File: config.mk
export PLATFORM = sky130hd
export DESIGN_NAME = mem_arbiter_flat
export DESIGN_NICKNAME = d
export VERILOG_FILES = /design/src/logic/mem_bus_if.sv /design/src/logic/mem_arbiter.sv /design/src/flat_wrapper.sv
export VERILOG_INCLUDE_DIRS = /design/src /design/src/include
export SDC_FILE = /design/constraint.sdc
export NUM_CORES = 1
export LEC_CHECK = 0
export BUFFER_PORTS_ARGS = -buffer_cell sky130_fd_sc_hd__buf_2
export CORE_AREA = 2 2 180 182
export DETAILED_ROUTE_END_ITERATION = 10
export DIE_AREA = 0 0 182 184
export GPL_ROUTABILITY_DRIVEN = 0
export GPL_TIMING_DRIVEN = 0
export PLACE_DENSITY = 0.31
export SYNTH_ARGS = -nofsm -noshare
export SYNTH_HDL_FRONTEND = slang
export SYNTH_SLANG_ARGS = --single-unit
File: constraint.sdc
create_clock -name clk -period 1.47 [get_ports clk]
set_input_delay 0.0735 -clock clk [delete_from_list [all_inputs] [get_ports clk]]
set_output_delay 0.0735 -clock clk [all_outputs]
set_load 0.005 [all_outputs]
File: src/include/host_chan_settings.svh
`ifndef HOST_CHAN_SETTINGS_SVH
`define HOST_CHAN_SETTINGS_SVH

// Bytes in one memory line
`define HC_LINE_BYTES 8
// Line width in bits
`define HC_DATA_W (`HC_LINE_BYTES * 8)
// Index of a byte within a line
`define HC_BYTE_IDX_W 3
// A byte count one bit wider than the index so that it can reach a full line
`define HC_BYTE_LEN_W (`HC_BYTE_IDX_W + 1)
// The line address is 8 bits wide so the memory holds 256 lines
`define HC_ADDR_W 8
`define HC_MDATA_W 8
// Burst length minus one, so a burst spans one to four lines
`define HC_CL_LEN_W 2
// Almost-full asserts at this fill level
`define HC_TX_ALM_FULL 4
// Four spare entries catch the requests that are still in flight after almost-full
`define HC_REQ_FIFO_DEPTH (`HC_TX_ALM_FULL + 4)
`define HC_TRACKER_DEPTH 8
// Cycles from an accepted read command to its first line
`define HC_MEM_RD_LATENCY 2

`endif

File: src/logic/mem_bus_if.sv
`timescale 1ns/1ps
`include "host_chan_settings.svh"

// Line-oriented memory bus with one command side and one response side
interface mem_bus_if;
    // A command is accepted in any cycle with cmd_valid high and waitrequest low
    logic cmd_valid;
    logic cmd_write;
    logic cmd_fence;
    // Set on the final beat of a write burst and on every fence
    logic cmd_last;
    logic [`HC_ADDR_W-1:0] address;
    logic [`HC_CL_LEN_W-1:0] burst_len;
    logic [`HC_DATA_W-1:0] writedata;
    logic [`HC_LINE_BYTES-1:0] byteenable;

    // Responses come back in command order
    logic waitrequest;
    logic rdata_valid;
    logic [`HC_DATA_W-1:0] rdata;
    logic wr_rsp_valid;

    modport requester
    (
        output cmd_valid, cmd_write, cmd_fence, cmd_last,
        output address, burst_len, writedata, byteenable,
        input  waitrequest, rdata_valid, rdata, wr_rsp_valid
    );

    modport responder
    (
        input  cmd_valid, cmd_write, cmd_fence, cmd_last,
        input  address, burst_len, writedata, byteenable,
        output waitrequest, rdata_valid, rdata, wr_rsp_valid
    );

endinterface

File: src/logic/mem_arbiter.sv
`timescale 1ns/1ps

module mem_arbiter
(
    input logic clk,
    input logic reset_n,
    mem_bus_if.responder rd,
    mem_bus_if.responder wr,
    mem_bus_if.requester mem
);
    logic grant_wr;
    // Remembers which side won last so the other side goes next
    logic last_wr;
    // Holds the port for the write side until the burst's last beat goes out
    logic locked;
    logic accept;

    always_comb
    begin
        if (locked)
            grant_wr = 1'b1;
        else if (rd.cmd_valid && wr.cmd_valid)
            grant_wr = !last_wr;
        else
            grant_wr = wr.cmd_valid;
    end

    assign mem.cmd_valid = grant_wr ? wr.cmd_valid : rd.cmd_valid;
    assign mem.cmd_write = grant_wr ? wr.cmd_write : rd.cmd_write;
    assign mem.cmd_fence = grant_wr ? wr.cmd_fence : rd.cmd_fence;
    assign mem.cmd_last = grant_wr ? wr.cmd_last : rd.cmd_last;
    assign mem.address = grant_wr ? wr.address : rd.address;
    assign mem.burst_len = grant_wr ? wr.burst_len : rd.burst_len;
    assign mem.writedata = grant_wr ? wr.writedata : rd.writedata;
    assign mem.byteenable = grant_wr ? wr.byteenable : rd.byteenable;

    // The side without the grant sees the port as busy
    assign rd.waitrequest = grant_wr || mem.waitrequest;
    assign wr.waitrequest = !grant_wr || mem.waitrequest;

    // Read data and write acks each belong to one side only
    assign rd.rdata_valid = mem.rdata_valid;
    assign rd.rdata = mem.rdata;
    assign rd.wr_rsp_valid = 1'b0;
    assign wr.rdata_valid = 1'b0;
    assign wr.rdata = '0;
    assign wr.wr_rsp_valid = mem.wr_rsp_valid;

    assign accept = mem.cmd_valid && !mem.waitrequest;

    always_ff @(posedge clk)
    begin
        if (!reset_n)
        begin
            last_wr <= 1'b0;
            locked <= 1'b0;
        end
        else if (accept)
        begin
            last_wr <= grant_wr;
            if (grant_wr)
                locked <= !wr.cmd_last;
        end
    end

endmodule

File: src/flat_wrapper.sv
// flat-port wrapper written by rule: the top's interface ports become plain ports
module mem_arbiter_flat 
  (clk, reset_n, rd_cmd_valid, rd_cmd_write, rd_cmd_fence, rd_cmd_last, rd_address, rd_burst_len, rd_writedata, rd_byteenable, rd_waitrequest, rd_rdata_valid, rd_rdata, rd_wr_rsp_valid, wr_cmd_valid, wr_cmd_write, wr_cmd_fence, wr_cmd_last, wr_address, wr_burst_len, wr_writedata, wr_byteenable, wr_waitrequest, wr_rdata_valid, wr_rdata, wr_wr_rsp_valid, mem_cmd_valid, mem_cmd_write, mem_cmd_fence, mem_cmd_last, mem_address, mem_burst_len, mem_writedata, mem_byteenable, mem_waitrequest, mem_rdata_valid, mem_rdata, mem_wr_rsp_valid);
  mem_bus_if rd_i ();
  mem_bus_if wr_i ();
  mem_bus_if mem_i ();
  input logic clk;
  input logic reset_n;
  input wire logic [$bits(rd_i.cmd_valid)-1:0] rd_cmd_valid;
  input wire logic [$bits(rd_i.cmd_write)-1:0] rd_cmd_write;
  input wire logic [$bits(rd_i.cmd_fence)-1:0] rd_cmd_fence;
  input wire logic [$bits(rd_i.cmd_last)-1:0] rd_cmd_last;
  input wire logic [$bits(rd_i.address)-1:0] rd_address;
  input wire logic [$bits(rd_i.burst_len)-1:0] rd_burst_len;
  input wire logic [$bits(rd_i.writedata)-1:0] rd_writedata;
  input wire logic [$bits(rd_i.byteenable)-1:0] rd_byteenable;
  output wire logic [$bits(rd_i.waitrequest)-1:0] rd_waitrequest;
  output wire logic [$bits(rd_i.rdata_valid)-1:0] rd_rdata_valid;
  output wire logic [$bits(rd_i.rdata)-1:0] rd_rdata;
  output wire logic [$bits(rd_i.wr_rsp_valid)-1:0] rd_wr_rsp_valid;
  input wire logic [$bits(wr_i.cmd_valid)-1:0] wr_cmd_valid;
  input wire logic [$bits(wr_i.cmd_write)-1:0] wr_cmd_write;
  input wire logic [$bits(wr_i.cmd_fence)-1:0] wr_cmd_fence;
  input wire logic [$bits(wr_i.cmd_last)-1:0] wr_cmd_last;
  input wire logic [$bits(wr_i.address)-1:0] wr_address;
  input wire logic [$bits(wr_i.burst_len)-1:0] wr_burst_len;
  input wire logic [$bits(wr_i.writedata)-1:0] wr_writedata;
  input wire logic [$bits(wr_i.byteenable)-1:0] wr_byteenable;
  output wire logic [$bits(wr_i.waitrequest)-1:0] wr_waitrequest;
  output wire logic [$bits(wr_i.rdata_valid)-1:0] wr_rdata_valid;
  output wire logic [$bits(wr_i.rdata)-1:0] wr_rdata;
  output wire logic [$bits(wr_i.wr_rsp_valid)-1:0] wr_wr_rsp_valid;
  output wire logic [$bits(mem_i.cmd_valid)-1:0] mem_cmd_valid;
  output wire logic [$bits(mem_i.cmd_write)-1:0] mem_cmd_write;
  output wire logic [$bits(mem_i.cmd_fence)-1:0] mem_cmd_fence;
  output wire logic [$bits(mem_i.cmd_last)-1:0] mem_cmd_last;
  output wire logic [$bits(mem_i.address)-1:0] mem_address;
  output wire logic [$bits(mem_i.burst_len)-1:0] mem_burst_len;
  output wire logic [$bits(mem_i.writedata)-1:0] mem_writedata;
  output wire logic [$bits(mem_i.byteenable)-1:0] mem_byteenable;
  input wire logic [$bits(mem_i.waitrequest)-1:0] mem_waitrequest;
  input wire logic [$bits(mem_i.rdata_valid)-1:0] mem_rdata_valid;
  input wire logic [$bits(mem_i.rdata)-1:0] mem_rdata;
  input wire logic [$bits(mem_i.wr_rsp_valid)-1:0] mem_wr_rsp_valid;
  assign rd_i.cmd_valid = rd_cmd_valid;
  assign rd_i.cmd_write = rd_cmd_write;
  assign rd_i.cmd_fence = rd_cmd_fence;
  assign rd_i.cmd_last = rd_cmd_last;
  assign rd_i.address = rd_address;
  assign rd_i.burst_len = rd_burst_len;
  assign rd_i.writedata = rd_writedata;
  assign rd_i.byteenable = rd_byteenable;
  assign rd_waitrequest = rd_i.waitrequest;
  assign rd_rdata_valid = rd_i.rdata_valid;
  assign rd_rdata = rd_i.rdata;
  assign rd_wr_rsp_valid = rd_i.wr_rsp_valid;
  assign wr_i.cmd_valid = wr_cmd_valid;
  assign wr_i.cmd_write = wr_cmd_write;
  assign wr_i.cmd_fence = wr_cmd_fence;
  assign wr_i.cmd_last = wr_cmd_last;
  assign wr_i.address = wr_address;
  assign wr_i.burst_len = wr_burst_len;
  assign wr_i.writedata = wr_writedata;
  assign wr_i.byteenable = wr_byteenable;
  assign wr_waitrequest = wr_i.waitrequest;
  assign wr_rdata_valid = wr_i.rdata_valid;
  assign wr_rdata = wr_i.rdata;
  assign wr_wr_rsp_valid = wr_i.wr_rsp_valid;
  assign mem_cmd_valid = mem_i.cmd_valid;
  assign mem_cmd_write = mem_i.cmd_write;
  assign mem_cmd_fence = mem_i.cmd_fence;
  assign mem_cmd_last = mem_i.cmd_last;
  assign mem_address = mem_i.address;
  assign mem_burst_len = mem_i.burst_len;
  assign mem_writedata = mem_i.writedata;
  assign mem_byteenable = mem_i.byteenable;
  assign mem_i.waitrequest = mem_waitrequest;
  assign mem_i.rdata_valid = mem_rdata_valid;
  assign mem_i.rdata = mem_rdata;
  assign mem_i.wr_rsp_valid = mem_wr_rsp_valid;
  mem_arbiter u_core (.clk(clk), .reset_n(reset_n), .rd(rd_i), .wr(wr_i), .mem(mem_i));
endmodule
==> flow_metrics.py <==
metrics = {
    "die": {
        "placeableCoreArea_mm2": 0.0314,
        "io_pins": 461,
        "die_h_um": 184,
        "die_w_um": 182,
        "rows": 65,
        "die-area_mm2": 0.0335,
        "start_util": 0.0718,
    },
    "cells_and_area": {
        "area_delta_synth_final_pct": 137,
        "final_cells": 1051,
        "layout-drive-gt1-share": 0.877,
        "fill_cells": 3591,
        "diodes": 0,
        "fin_area_mm2": 0.00534,
        "nets": 892,
    },
    "worst_setup_path": {
        "crit_fanout": 5,
        "crit_required_ns": 1.40,
        "cp-start-kind": "flip-flop",
        "cp-end-kind": "output pin",
        "reg2reg_depth": 3,
        "slowest_delay_ns": 0.32,
        "cp.arrival_ns": 1.67,
        "reg2reg_to": "u_core.last_wr",
        "endpoint": "mem_writedata[48]",
        "crit_path_frequent_cell": "buf_12",
        "critical-path-slowest-cell": "dfxtp_2",
        "critPathKind": "reg2out",
        "cp-startpoint": "u_core.last_wr",
        "reg2reg_slack_ns": 0.68,
        "r2r_start": "u_core.locked",
        "crit_chain": "nand2_2 > a21oi_4 > buf_12 > buf_12 > clkbuf_16 > mux2_4 > buf_6",
    },
    "timing": {
        "setup_violations": 87,
        "post-route-period-util": 1.18,
        "setup_ws_ns": -0.270,
        "finalMaxSlewViolations": 0,
        "final.min_clock_period_ns": 1.74,
        "skew_ns": 0.000102,
        "hold_viol": 0,
        "fmax_mhz": 575,
        "rsz0062_at_grt": "true",
    },
    "place": {
        "io_buffers": 328,
        "dp_cells": 1037,
        "dp_hpwl_um": 11400,
        "place_ws_ns": -0.469,
        "dpl-instance-area_mm2": 0.00464,
    },
    "routing": {
        "drt_iter0_drc": 27,
        "num_vias": 2863,
        "wl_per_cell_um": 12.3,
        "avgViaCountPerCell": 2.72,
        "dr.pass1.iters": 3,
        "wl_um": 13000,
        "final_antenna_net_count": 0,
        "remaining_drc_errors": 0,
    },
    "global_routing": {
        "grt_max_degree": 11,
        "grt_use_total": 0.0680,
        "grt_pass1_wl_um": 17200,
        "grt_pass1_vias": 2747,
        "grt_antenna_before_repair": 0,
        "overflow": 0,
    },
    "synth": {
        "synth_area_mm2": 0.00225,
        "synth_top_cells_by_area": "buf_4 46%, mux2_2 28%, mux2_4 13%",
        "synth_top_cell_area_share": 0.456,
        "synth_seq_cells": 2,
        "syn_avg_cell_area_um2": 9.32,
        "synthArstFlopShare": 0,
        "synth.distinct_cells": 19,
        "synth_top_cell_by_area": "buf_4",
        "synth_ff_type": "dfxtp_1",
        "yosysWarnings": 0,
        "seq_area_frac_synth": 0.0178,
        "netlist_instances": 242,
        "synth_most_common_cell": "buf_4",
        "synthTopCellsByCount": "137 x buf_4, 57 x mux2_2, 20 x mux2_4",
        "synth_edf_count": 0,
    },
    "clock_tree": {
        "cts_tree": "yes",
        "h-tree-depth": 1,
        "numCtsBuffers": 3,
        "cts_root_buffer": "clkbuf_16",
        "clock_path_buffers": 2,
        "clock-sinks": 2,
        "worstSkewPairLatency_ns": 0.22,
        "clk_pin_slew_ns": 0.03,
    },
    "power_and_ir_drop": {
        "powerDensity_mw_per_mm2": 427,
        "p_leak_nw": 3.06,
        "vdd_drop_max_mv": 0.414,
    },
    "outcome": {
        "outcome": "complete, but fails checks",
        "failed_checks": "negative setup slack",
    },
    "hold_path": {
        "hold_class": "in2reg",
    },
    "job": {
        "cap_violations": 0,
    },
}
routing by layer:
layer | GRT usage | routed length, µm | vias to the layer above
met4 | 0.00581 | 14 | 0
met1 | 0.0805 | 4870 | 1233
met5 | 0 | 0 | -
li1 | - | - | 1426
met3 | 0.0121 | 988 | 2
met2 | 0.131 | 7090 | 202
sequential cells by signal (all words and copies together) (netlist names):
signal,cells
u_core.last_wr,1
u_core.locked,1
how the worst min path moves through the flow:
stage	start	endpoint	slack, ns	cells after the start
3_5_place_dp	mem_rdata[2]	rd_rdata[2]	0.31	2
6_report	reset_n	u_core.last_wr	0.10	3
4_1_cts	reset_n	u_core.last_wr	0.10	3
2_1_floorplan	wr_cmd_last	u_core.locked	0.17	1
5_1_grt	reset_n	u_core.last_wr	0.12	3
3_3_place_gp	mem_rdata[56]	rd_rdata[56]	0.31	2
layout by cell type (no fill, tap or decap), drive strengths merged:
cell	n
o22ai	1
clkbuf	5
dfxtp	2
a211oi	1
a21oi	2
nand2b	4
mux2	85
nor2	1
inv	1
nand2	1
nor2b	1
buf	478
or2	1
conb	66
critical path: cells and delay by family (launching register included):
family	cells	cell delay [ns]
AND/OR/NAND/NOR	1	0.07
AO/OA/AOI/OAI	1	0.20
multiplexers	1	0.30
flip-flops	1	0.32
buffers and inverters	4	0.55
kinds of logic (layout without fill, tap and decap cells):
group	Yosys count	count (layout)	share of synthesized area
buffers and inverters	142	484	0.487
AO/OA/AOI/OAI	4	4	0.0155
other	1	66	0.00166
multiplexers	85	85	0.458
AND/OR/NAND/NOR	8	8	0.0200
flip-flops	2	2	0.0178
stage by stage:
| step | TNS [ns] | hold WS (ns) | power (mW) | utilization |
|---|---|---|---|---|
| CTS | -24.19 | 0.104 | 2.29 | 0.169 |
| detailed placement | -12.74 | 0.313 | 1.52 | 0.148 |
| floorplan | 0 | 0.166 | 0.858 | - |
| global placement | -11.66 | 0.314 | 1.53 | 0.148 |
| global route | -24.85 | 0.125 | 2.44 | 0.170 |
| finish | -18.69 | 0.102 | 2.28 | 0.170 |
report_power, final:
part | internal (mW) | total (mW) | leakage, nW | switching, mW
registers | 0.0590 | 0.0623 | 0.0169 | 0.00330
logic | 1.20 | 1.82 | 3.01 | 0.620
clock network | 0.346 | 0.404 | 0.0370 | 0.0580
total | 1.60 | 2.28 | 3.06 | 0.682
layout make-up:
type                            instances  area [µm²]  share of cell area
Buffer                                141        1150               0.216
Clock buffer                            3        75.1              0.0141
Inverter                                1        3.75            0.000703
Multi-Input combinational cell        163        1480               0.276
Sequential cell                         2        41.3             0.00773
Tap cell                              402         503              0.0941
Timing Repair Buffer                  339        2090               0.391
repair_timing:
action | 4_1_cts | 5_1_grt
pin swaps | 1 | 0
setup endpoints to repair | 87 | 87
hold buffers | 0 | 0
gates resized for setup | 97 | 5
gates cloned | 1 | 2
hold endpoints to repair | 0 | 0
setup buffers | 9 | 0
Note: power is estimated with default switching activity, not from simulation.
