===== src/include/host_chan_settings.svh =====
`ifndef HOST_CHAN_SETTINGS_SVH
`define HOST_CHAN_SETTINGS_SVH

// Bytes in one memory line
`define HC_LINE_BYTES 8
// Line width in bits
`define HC_DATA_W (`HC_LINE_BYTES * 8)
// Index of a byte within a line
`define HC_BYTE_IDX_W 3
// A byte count one bit wider than the index so that it can reach a full line
`define HC_BYTE_LEN_W (`HC_BYTE_IDX_W + 1)
// The line address is 8 bits wide so the memory holds 256 lines
`define HC_ADDR_W 8
`define HC_MDATA_W 8
// Burst length minus one, so a burst spans one to four lines
`define HC_CL_LEN_W 2
// Almost-full asserts at this fill level
`define HC_TX_ALM_FULL 4
// Four spare entries catch the requests that are still in flight after almost-full
`define HC_REQ_FIFO_DEPTH (`HC_TX_ALM_FULL + 4)
`define HC_TRACKER_DEPTH 8
// Cycles from an accepted read command to its first line
`define HC_MEM_RD_LATENCY 2

`endif


===== src/logic/host_chan_pkg.sv =====
`include "host_chan_settings.svh"

package host_chan_pkg;

    typedef logic [`HC_ADDR_W-1:0] addr_t;
    typedef logic [`HC_CL_LEN_W-1:0] cl_len_t;
    typedef logic [`HC_MDATA_W-1:0] mdata_t;

    // A read request as it waits in the c0 request FIFO
    typedef struct packed {
        addr_t address;
        cl_len_t cl_len;
        mdata_t mdata;
    } rd_req_t;

    // One write beat or fence as it waits in the c1 request FIFO
    typedef struct packed {
        addr_t address;
        cl_len_t cl_len;
        mdata_t mdata;
        logic sop;
        logic fence;
        // Partial write mode uses the byte range below
        logic mode;
        logic [`HC_BYTE_IDX_W-1:0] byte_start;
        logic [`HC_BYTE_LEN_W-1:0] byte_len;
        // The end of the byte range is summed before the FIFO to keep the adder off the mask path
        logic [`HC_BYTE_LEN_W-1:0] byte_end;
        logic [`HC_DATA_W-1:0] data;
    } wr_req_t;

    // What a read response needs once the command has left
    typedef struct packed {
        cl_len_t cl_len;
        mdata_t mdata;
    } rd_track_t;

    // Holds one entry per write burst or fence rather than per beat
    typedef struct packed {
        logic is_fence;
        cl_len_t cl_len;
        mdata_t mdata;
    } wr_track_t;

endpackage


===== src/logic/mem_bus_if.sv =====
`timescale 1ns/1ps
`include "host_chan_settings.svh"

// Line-oriented memory bus with one command side and one response side
interface mem_bus_if;
    // A command is accepted in any cycle with cmd_valid high and waitrequest low
    logic cmd_valid;
    logic cmd_write;
    logic cmd_fence;
    // Set on the final beat of a write burst and on every fence
    logic cmd_last;
    logic [`HC_ADDR_W-1:0] address;
    logic [`HC_CL_LEN_W-1:0] burst_len;
    logic [`HC_DATA_W-1:0] writedata;
    logic [`HC_LINE_BYTES-1:0] byteenable;

    // Responses come back in command order
    logic waitrequest;
    logic rdata_valid;
    logic [`HC_DATA_W-1:0] rdata;
    logic wr_rsp_valid;

    modport requester
    (
        output cmd_valid, cmd_write, cmd_fence, cmd_last,
        output address, burst_len, writedata, byteenable,
        input  waitrequest, rdata_valid, rdata, wr_rsp_valid
    );

    modport responder
    (
        input  cmd_valid, cmd_write, cmd_fence, cmd_last,
        input  address, burst_len, writedata, byteenable,
        output waitrequest, rdata_valid, rdata, wr_rsp_valid
    );

endinterface


===== src/logic/read_channel.sv =====
`timescale 1ns/1ps
`include "host_chan_settings.svh"

module read_channel
(
    input  logic clk,
    input  logic reset_n,
    input  logic c0_valid,
    input  logic [`HC_ADDR_W-1:0] c0_address,
    input  logic [`HC_CL_LEN_W-1:0] c0_cl_len,
    input  logic [`HC_MDATA_W-1:0] c0_mdata,
    output logic c0_almost_full,
    output logic c0_rsp_valid,
    output logic [`HC_DATA_W-1:0] c0_rsp_data,
    output logic [`HC_CL_LEN_W-1:0] c0_rsp_cl_num,
    output logic [`HC_MDATA_W-1:0] c0_rsp_mdata,
    mem_bus_if.requester bus
);
    host_chan_pkg::rd_req_t enq_req;
    host_chan_pkg::rd_req_t req;
    host_chan_pkg::rd_track_t trk_in;
    host_chan_pkg::rd_track_t trk;
    logic req_not_empty;
    logic trk_not_full;
    logic accept;
    logic trk_deq;
    logic [`HC_CL_LEN_W-1:0] cl_num;

    assign enq_req = '{address: c0_address, cl_len: c0_cl_len, mdata: c0_mdata};

    // Requests wait here so that the accelerator can keep sending after almost-full
    req_fifo #(
        .payload_t(host_chan_pkg::rd_req_t),
        .DEPTH(`HC_REQ_FIFO_DEPTH),
        .THRESHOLD(`HC_TX_ALM_FULL)
    ) req_q (
        .clk,
        .reset_n,
        .enq_data(enq_req),
        .enq_en(c0_valid),
        .almost_full(c0_almost_full),
        .not_full(),
        .first(req),
        .deq_en(accept),
        .not_empty(req_not_empty)
    );

    // A read goes out as one burst command
    assign bus.cmd_valid = req_not_empty && trk_not_full;
    assign bus.cmd_write = 1'b0;
    assign bus.cmd_fence = 1'b0;
    assign bus.cmd_last = 1'b1;
    assign bus.address = req.address;
    assign bus.burst_len = req.cl_len;
    assign bus.writedata = '0;
    assign bus.byteenable = '1;
    assign accept = bus.cmd_valid && !bus.waitrequest;

    // Each burst in flight keeps its length and tag until its last line returns
    assign trk_in = '{cl_len: req.cl_len, mdata: req.mdata};
    assign trk_deq = bus.rdata_valid && (cl_num == trk.cl_len);

    req_fifo #(
        .payload_t(host_chan_pkg::rd_track_t),
        .DEPTH(`HC_TRACKER_DEPTH),
        .THRESHOLD(`HC_TRACKER_DEPTH)
    ) trk_q (
        .clk,
        .reset_n,
        .enq_data(trk_in),
        .enq_en(accept),
        .almost_full(),
        .not_full(trk_not_full),
        .first(trk),
        .deq_en(trk_deq),
        .not_empty()
    );

    // Line counter within the current burst
    always_ff @(posedge clk)
    begin
        if (!reset_n)
        begin
            cl_num <= '0;
            c0_rsp_valid <= 1'b0;
        end
        else
        begin
            if (trk_deq)
                cl_num <= '0;
            else if (bus.rdata_valid)
                cl_num <= cl_num + 1'b1;
            c0_rsp_valid <= bus.rdata_valid;
        end
    end

    always_ff @(posedge clk)
    begin
        c0_rsp_data <= bus.rdata;
        c0_rsp_cl_num <= cl_num;
        c0_rsp_mdata <= trk.mdata;
    end

endmodule


===== src/logic/req_fifo.sv =====
`timescale 1ns/1ps

module req_fifo
#(
    parameter type payload_t = logic,
    parameter int DEPTH = 8,
    parameter int THRESHOLD = 4
)
(
    input  logic clk,
    input  logic reset_n,
    input  payload_t enq_data,
    input  logic enq_en,
    output logic almost_full,
    output logic not_full,
    output payload_t first,
    input  logic deq_en,
    output logic not_empty
);
    localparam int PTR_W = (DEPTH > 1) ? $clog2(DEPTH) : 1;
    localparam int CNT_W = $clog2(DEPTH + 1);

    // Circular buffer behind the registered head
    payload_t mem [DEPTH];
    logic [PTR_W-1:0] wr_ptr;
    logic [PTR_W-1:0] rd_ptr;
    logic [CNT_W-1:0] buf_count;
    logic [CNT_W-1:0] total;
    logic head_valid;
    logic head_free;
    logic load_buf;
    logic load_enq;
    logic push;

    function automatic logic [PTR_W-1:0] next_ptr(input logic [PTR_W-1:0] ptr);
        return (ptr == PTR_W'(DEPTH - 1)) ? '0 : ptr + 1'b1;
    endfunction

    // The head refills when it is empty or being popped this cycle
    assign head_free = !head_valid || deq_en;
    // The oldest buffered entry has priority over a new one
    assign load_buf = head_free && (buf_count != '0);
    // An entry bypasses the buffer only when the buffer is empty
    assign load_enq = head_free && (buf_count == '0) && enq_en;
    assign push = enq_en && !load_enq;

    // The head register counts toward the fill level
    assign total = buf_count + CNT_W'(head_valid);
    assign not_empty = head_valid;
    assign not_full = (total < CNT_W'(DEPTH));
    assign almost_full = (total >= CNT_W'(THRESHOLD));

    always_ff @(posedge clk)
    begin
        if (!reset_n)
        begin
            wr_ptr <= '0;
            rd_ptr <= '0;
            buf_count <= '0;
            head_valid <= 1'b0;
        end
        else
        begin
            if (push)
                wr_ptr <= next_ptr(wr_ptr);
            if (load_buf)
                rd_ptr <= next_ptr(rd_ptr);
            if (head_free)
                head_valid <= load_buf || load_enq;
            buf_count <= buf_count + CNT_W'(push) - CNT_W'(load_buf);
        end
    end

    always_ff @(posedge clk)
    begin
        if (push)
            mem[wr_ptr] <= enq_data;
        if (load_buf)
            first <= mem[rd_ptr];
        else if (load_enq)
            first <= enq_data;
    end

endmodule


===== src/flat_wrapper.sv =====
// flat-port wrapper written by rule: the top's interface ports become plain ports
module read_channel_flat 
  (clk, reset_n, c0_valid, c0_address, c0_cl_len, c0_mdata, c0_almost_full, c0_rsp_valid, c0_rsp_data, c0_rsp_cl_num, c0_rsp_mdata, bus_cmd_valid, bus_cmd_write, bus_cmd_fence, bus_cmd_last, bus_address, bus_burst_len, bus_writedata, bus_byteenable, bus_waitrequest, bus_rdata_valid, bus_rdata, bus_wr_rsp_valid);
  mem_bus_if bus_i ();
  input  logic clk;
  input  logic reset_n;
  input  logic c0_valid;
  input  logic [`HC_ADDR_W-1:0] c0_address;
  input  logic [`HC_CL_LEN_W-1:0] c0_cl_len;
  input  logic [`HC_MDATA_W-1:0] c0_mdata;
  output logic c0_almost_full;
  output logic c0_rsp_valid;
  output logic [`HC_DATA_W-1:0] c0_rsp_data;
  output logic [`HC_CL_LEN_W-1:0] c0_rsp_cl_num;
  output logic [`HC_MDATA_W-1:0] c0_rsp_mdata;
  output wire logic [$bits(bus_i.cmd_valid)-1:0] bus_cmd_valid;
  output wire logic [$bits(bus_i.cmd_write)-1:0] bus_cmd_write;
  output wire logic [$bits(bus_i.cmd_fence)-1:0] bus_cmd_fence;
  output wire logic [$bits(bus_i.cmd_last)-1:0] bus_cmd_last;
  output wire logic [$bits(bus_i.address)-1:0] bus_address;
  output wire logic [$bits(bus_i.burst_len)-1:0] bus_burst_len;
  output wire logic [$bits(bus_i.writedata)-1:0] bus_writedata;
  output wire logic [$bits(bus_i.byteenable)-1:0] bus_byteenable;
  input wire logic [$bits(bus_i.waitrequest)-1:0] bus_waitrequest;
  input wire logic [$bits(bus_i.rdata_valid)-1:0] bus_rdata_valid;
  input wire logic [$bits(bus_i.rdata)-1:0] bus_rdata;
  input wire logic [$bits(bus_i.wr_rsp_valid)-1:0] bus_wr_rsp_valid;
  assign bus_cmd_valid = bus_i.cmd_valid;
  assign bus_cmd_write = bus_i.cmd_write;
  assign bus_cmd_fence = bus_i.cmd_fence;
  assign bus_cmd_last = bus_i.cmd_last;
  assign bus_address = bus_i.address;
  assign bus_burst_len = bus_i.burst_len;
  assign bus_writedata = bus_i.writedata;
  assign bus_byteenable = bus_i.byteenable;
  assign bus_i.waitrequest = bus_waitrequest;
  assign bus_i.rdata_valid = bus_rdata_valid;
  assign bus_i.rdata = bus_rdata;
  assign bus_i.wr_rsp_valid = bus_wr_rsp_valid;
  read_channel u_core (.clk(clk), .reset_n(reset_n), .c0_valid(c0_valid), .c0_address(c0_address), .c0_cl_len(c0_cl_len), .c0_mdata(c0_mdata), .c0_almost_full(c0_almost_full), .c0_rsp_valid(c0_rsp_valid), .c0_rsp_data(c0_rsp_data), .c0_rsp_cl_num(c0_rsp_cl_num), .c0_rsp_mdata(c0_rsp_mdata), .bus(bus_i));
endmodule

===== config.mk =====
export PLATFORM = sky130hd
export DESIGN_NAME = read_channel_flat
export DESIGN_NICKNAME = d
export VERILOG_FILES = /design/src/logic/host_chan_pkg.sv /design/src/logic/mem_bus_if.sv /design/src/logic/read_channel.sv /design/src/logic/req_fifo.sv /design/src/flat_wrapper.sv
export VERILOG_INCLUDE_DIRS = /design/src /design/src/include
export SDC_FILE = /design/constraint.sdc
export NUM_CORES = 1
export LEC_CHECK = 0
export BUFFER_PORTS_ARGS = -buffer_cell sky130_fd_sc_hd__buf_4
export CAP_MARGIN = 20
export CORE_MARGIN = 1.5
export CORE_UTILIZATION = 50
export CTS_BUF_LIST = sky130_fd_sc_hd__clkbuf_4
export CTS_CLUSTER_DIAMETER = 80
export DETAILED_ROUTE_END_ITERATION = 10
export PLACE_DENSITY = 0.69
export SLEW_MARGIN = 25
export SYNTH_ARGS = -nofsm -noshare
export SYNTH_HDL_FRONTEND = slang
export SYNTH_HIERARCHICAL = 1
export SYNTH_SLANG_ARGS = --single-unit

===== constraint.sdc =====
create_clock -name clk -period 4.65 [get_ports clk]
set_clock_uncertainty 0.05 [all_clocks]
set_input_delay 0.465 -clock clk [delete_from_list [all_inputs] [get_ports clk]]
set_output_delay 0.465 -clock clk [all_outputs]
set_load 0.02 [all_outputs]

==> metrics <==
status finished clean; Critical Path, Cell by Cell ha_1, nand3_1, xnor2_1, inv_1, and2_1, nor2b_1, and2b_1, nand2b_2, buf_4, inv_1, ha_1, inv_1, ha_1, inv_1, fa_1, xnor2_1, and2_1; most used cell, CP inv_1; initial drt markers 466; core area about 26000 um^2; clock network power share 0.291; Final Hold Viols 0; Worst Path Arrival between 4 and 5 ns; worst slew pin tran 1.04 ns; Post-Synth XOR/XNOR Area 0.00589; CTS tree built; switching share of power 0.302; most area-consuming cells after synthesis edfxtp_1 (57%), dfxtp_1 (16%), mux2i_1 (8.5%); combinational share of power 0.237; Post-synth EDFFs 252; met1 Use GR 0.222; Layout Utilization 0.647; Sinks on Clock Net 357; Avg Inst Size Synth 15.3 um^2; post-CTS sizing 0; first-pass GRT wire length 40900 um; commonest non-fill, non-tap cell in the layout edfxtp_1; Nets 1315; Hold Crit Class input pin to flop; internal power roughly 6.4 mW; crit path kind flop to flop; gpl congestion 0.741; area of the die approximately 28000 um^2; Residual DRC 0; Initial Util 0.512; root buf cell clkbuf_4; detailed placement HPWL 14900 um; Post-Syn Area about 13000 um^2; antenna violations before repair 1; # setup viols final 0; busiest layer in global routing met2; DR pass1 iterations 8; P_leak 6.66 nW; most frequent cells in the layout edfxtp_1 (252), buf_4 (191), clkbuf_4 (152); Seq pwr share 0.472; Pwr per Cell Area between 500 and 600 nW/um^2; H-tree lvl count 3; total gr overflow 0; Netlist cell types 43; MaxCap Viol Count 0; Worst path slowest cell nor2b_1; Fin Setup TNS 0 ns; Yosys reg bits 357; Async S/R FF share, synth 0; grt met3 use 0.0442; vias in the first global route 8046; layout cells sized above 1 0.290; Die Span X 167 um; largest family of logic cells by synthesized area multiplexers; post-synthesis mux area share 0.0853; fin crit share 0.759; CP Max Fanout 23; FMAX ~0.28 GHz; Synth top area share 0.566; post-synthesis adder-cell area fraction 0.0217; Via density 4.94; Synth warnings 6; number of port buffers 173; WL/cell 16.4 um; Critical Path Sink Type flop; met2 Usage GRT 0.328; Worst Setup Start Kind flop; Tot GR Track Use 0.190; CTS Buf Count 90; largest net degree at the start of global routing 51; Die Ht 167 um; IR drop worst, VDD 0.320 mV; Max Slew Vio Count 0; overall power about 9.1 mW; Clock Pin Slew Worst Setup and Hold Paths 0.06 ns; leading area contributor after synthesis edfxtp_1; Synth Area in Compound Gates 0.0468; top_reg_cell synth edfxtp_1; Final min period 3.53 ns; Critical Path Max Stage Delay about 0.41 ns; routed via count 7982; synthesis-to-finish area growth 26.4%; num rows 59; Req. time, crit path 5.16 ns; Post-DRT Antenna Nets 0; RSZ-0062 raised after global routing false; IO Count 250; drt total wl 26600 um; Mapped Cells 873; Net Sw Power 2.76 mW; Slew HR 0.304; Max Root-Sink Buffers 3; Seq/Total Area, Yosys 0.723; clk_lat worst skew about 0.7 ns; Simple-Gate Fraction of Synth Area 0.0586
-- synth_stat cells (all sizes together), types with 3 or more instances --
cell type  instances
xor2               3
dfxtp            105
or3b               4
or3                4
clkbuf            12
nand2             73
nor2b              8
mux2i            114
inv               16
xnor2              6
nand2b             6
buf               96
ha                20
a21boi            10
nor3               8
a22oi             56
a21oi              4
nand3             31
nor2              12
edfxtp           252
and2              11
-- final timing paths --
kind,start,endpoint,slack (ns),cells past startpoint
hold / removal,reset_n,u_core/trk_q/not_empty,0.12,2
hold reg to reg,u_core/trk_q/first[5],u_core/c0_rsp_mdata[5],0.28,0
setup reg to reg,u_core/trk_q/buf_count[1],u_core/req_q/buf_count[2],1.12,17
setup / recovery,u_core/trk_q/buf_count[1],u_core/req_q/buf_count[2],1.12,17
-- cell type report --
type / instances / area, um^2
Inverter: 16 / 60.1
Clock inverter: 16 / 78.8
Timing Repair Buffer: 275 / 2270
Multi-Input combinational cell: 465 / 3270
Fill cell: 1971 / 9220
Clock buffer: 152 / 1140
Antenna cell: 1 / 2.50
Tap cell: 335 / 419
Sequential cell: 357 / 9670
-- power by group through the flow --
stage | clock [mW] | sequential, mW | combinational (mW)
final | 2.66 | 4.31 | 2.17
after global routing | 2.91 | 4.37 | 2.37
after CTS | 2.75 | 4.32 | 2.17
after detailed placement | 0 | 4.38 | 2.11
after global placement | 0 | 4.36 | 2.06
after floorplan | 0 | 4.36 | 1.46
-- worst max-delay path, delay by kind of cell, from the launching register on --
kind,cells,cell delay (ns)
simple gates,6,1.28
buf+inv,5,0.51
xor+xnor,2,0.27
flops,1,0.38
fa+ha+maj,4,0.92
-- what timing repair did --
item                                   4_1_cts  5_1_grt
hold buffers                                84        0
setup buffers                                0        0
setup endpoints to repair                    0        0
endpoints found under the hold margin      210        0
-- kinds of logic after synthesis --
| family | Yosys count |
|---|---|
| XOR/XNOR | 9 |
| AO/OA/AOI/OAI | 81 |
| adder cells (fa/ha/maj) | 22 |
| flip-flops | 357 |
| multiplexers | 114 |
| buffers and inverters | 124 |
| AND/OR/NAND/NOR | 164 |
| other | 2 |
-- per-layer routing --
layer,vias to the layer above,wire length (um)
li1,3783,-
met1,3842,10600
met2,289,13700
met3,68,1550
met4,0,729
met5,-,0
-- stage by stage --
stage | area (um^2) | hold WS, ns | setup slack [ns] | std cells
floorplan | 13700 | 0.273 | 0.818 | 946
global placement | 14800 | 0.274 | 1.11 | 1364
detailed placement | 14800 | 0.277 | 1.13 | 1364
CTS | 16900 | 0.0664 | 1.08 | 1616
global route | 16900 | 0.0823 | 0.833 | 1617
finish | 16900 | 0.121 | 1.12 | 1617
-- flip-flops by register name (all words and copies together) (netlist names), named ones only --
| name | count |
|---|---|
| u_core/req_q/wr_ptr | 3 |
| u_core/req_q/first | 18 |
| u_core/c0_rsp_mdata | 8 |
| u_core/c0_rsp_cl_num | 2 |
| u_core/trk_q/wr_ptr | 3 |
| u_core/trk_q/buf_count | 4 |
| u_core/trk_q/mem | 80 |
| u_core/req_q/rd_ptr | 3 |
| u_core/cl_num | 2 |
| u_core/req_q/buf_count | 4 |
| u_core/c0_rsp_valid | 1 |
| u_core/c0_rsp_data | 64 |
| u_core/req_q/mem | 144 |
| u_core/trk_q/first | 10 |
| u_core/req_q/not_empty | 1 |
| u_core/trk_q/rd_ptr | 3 |
| u_core/trk_q/not_empty | 1 |
Note: power is estimated with default switching activity, not from simulation.
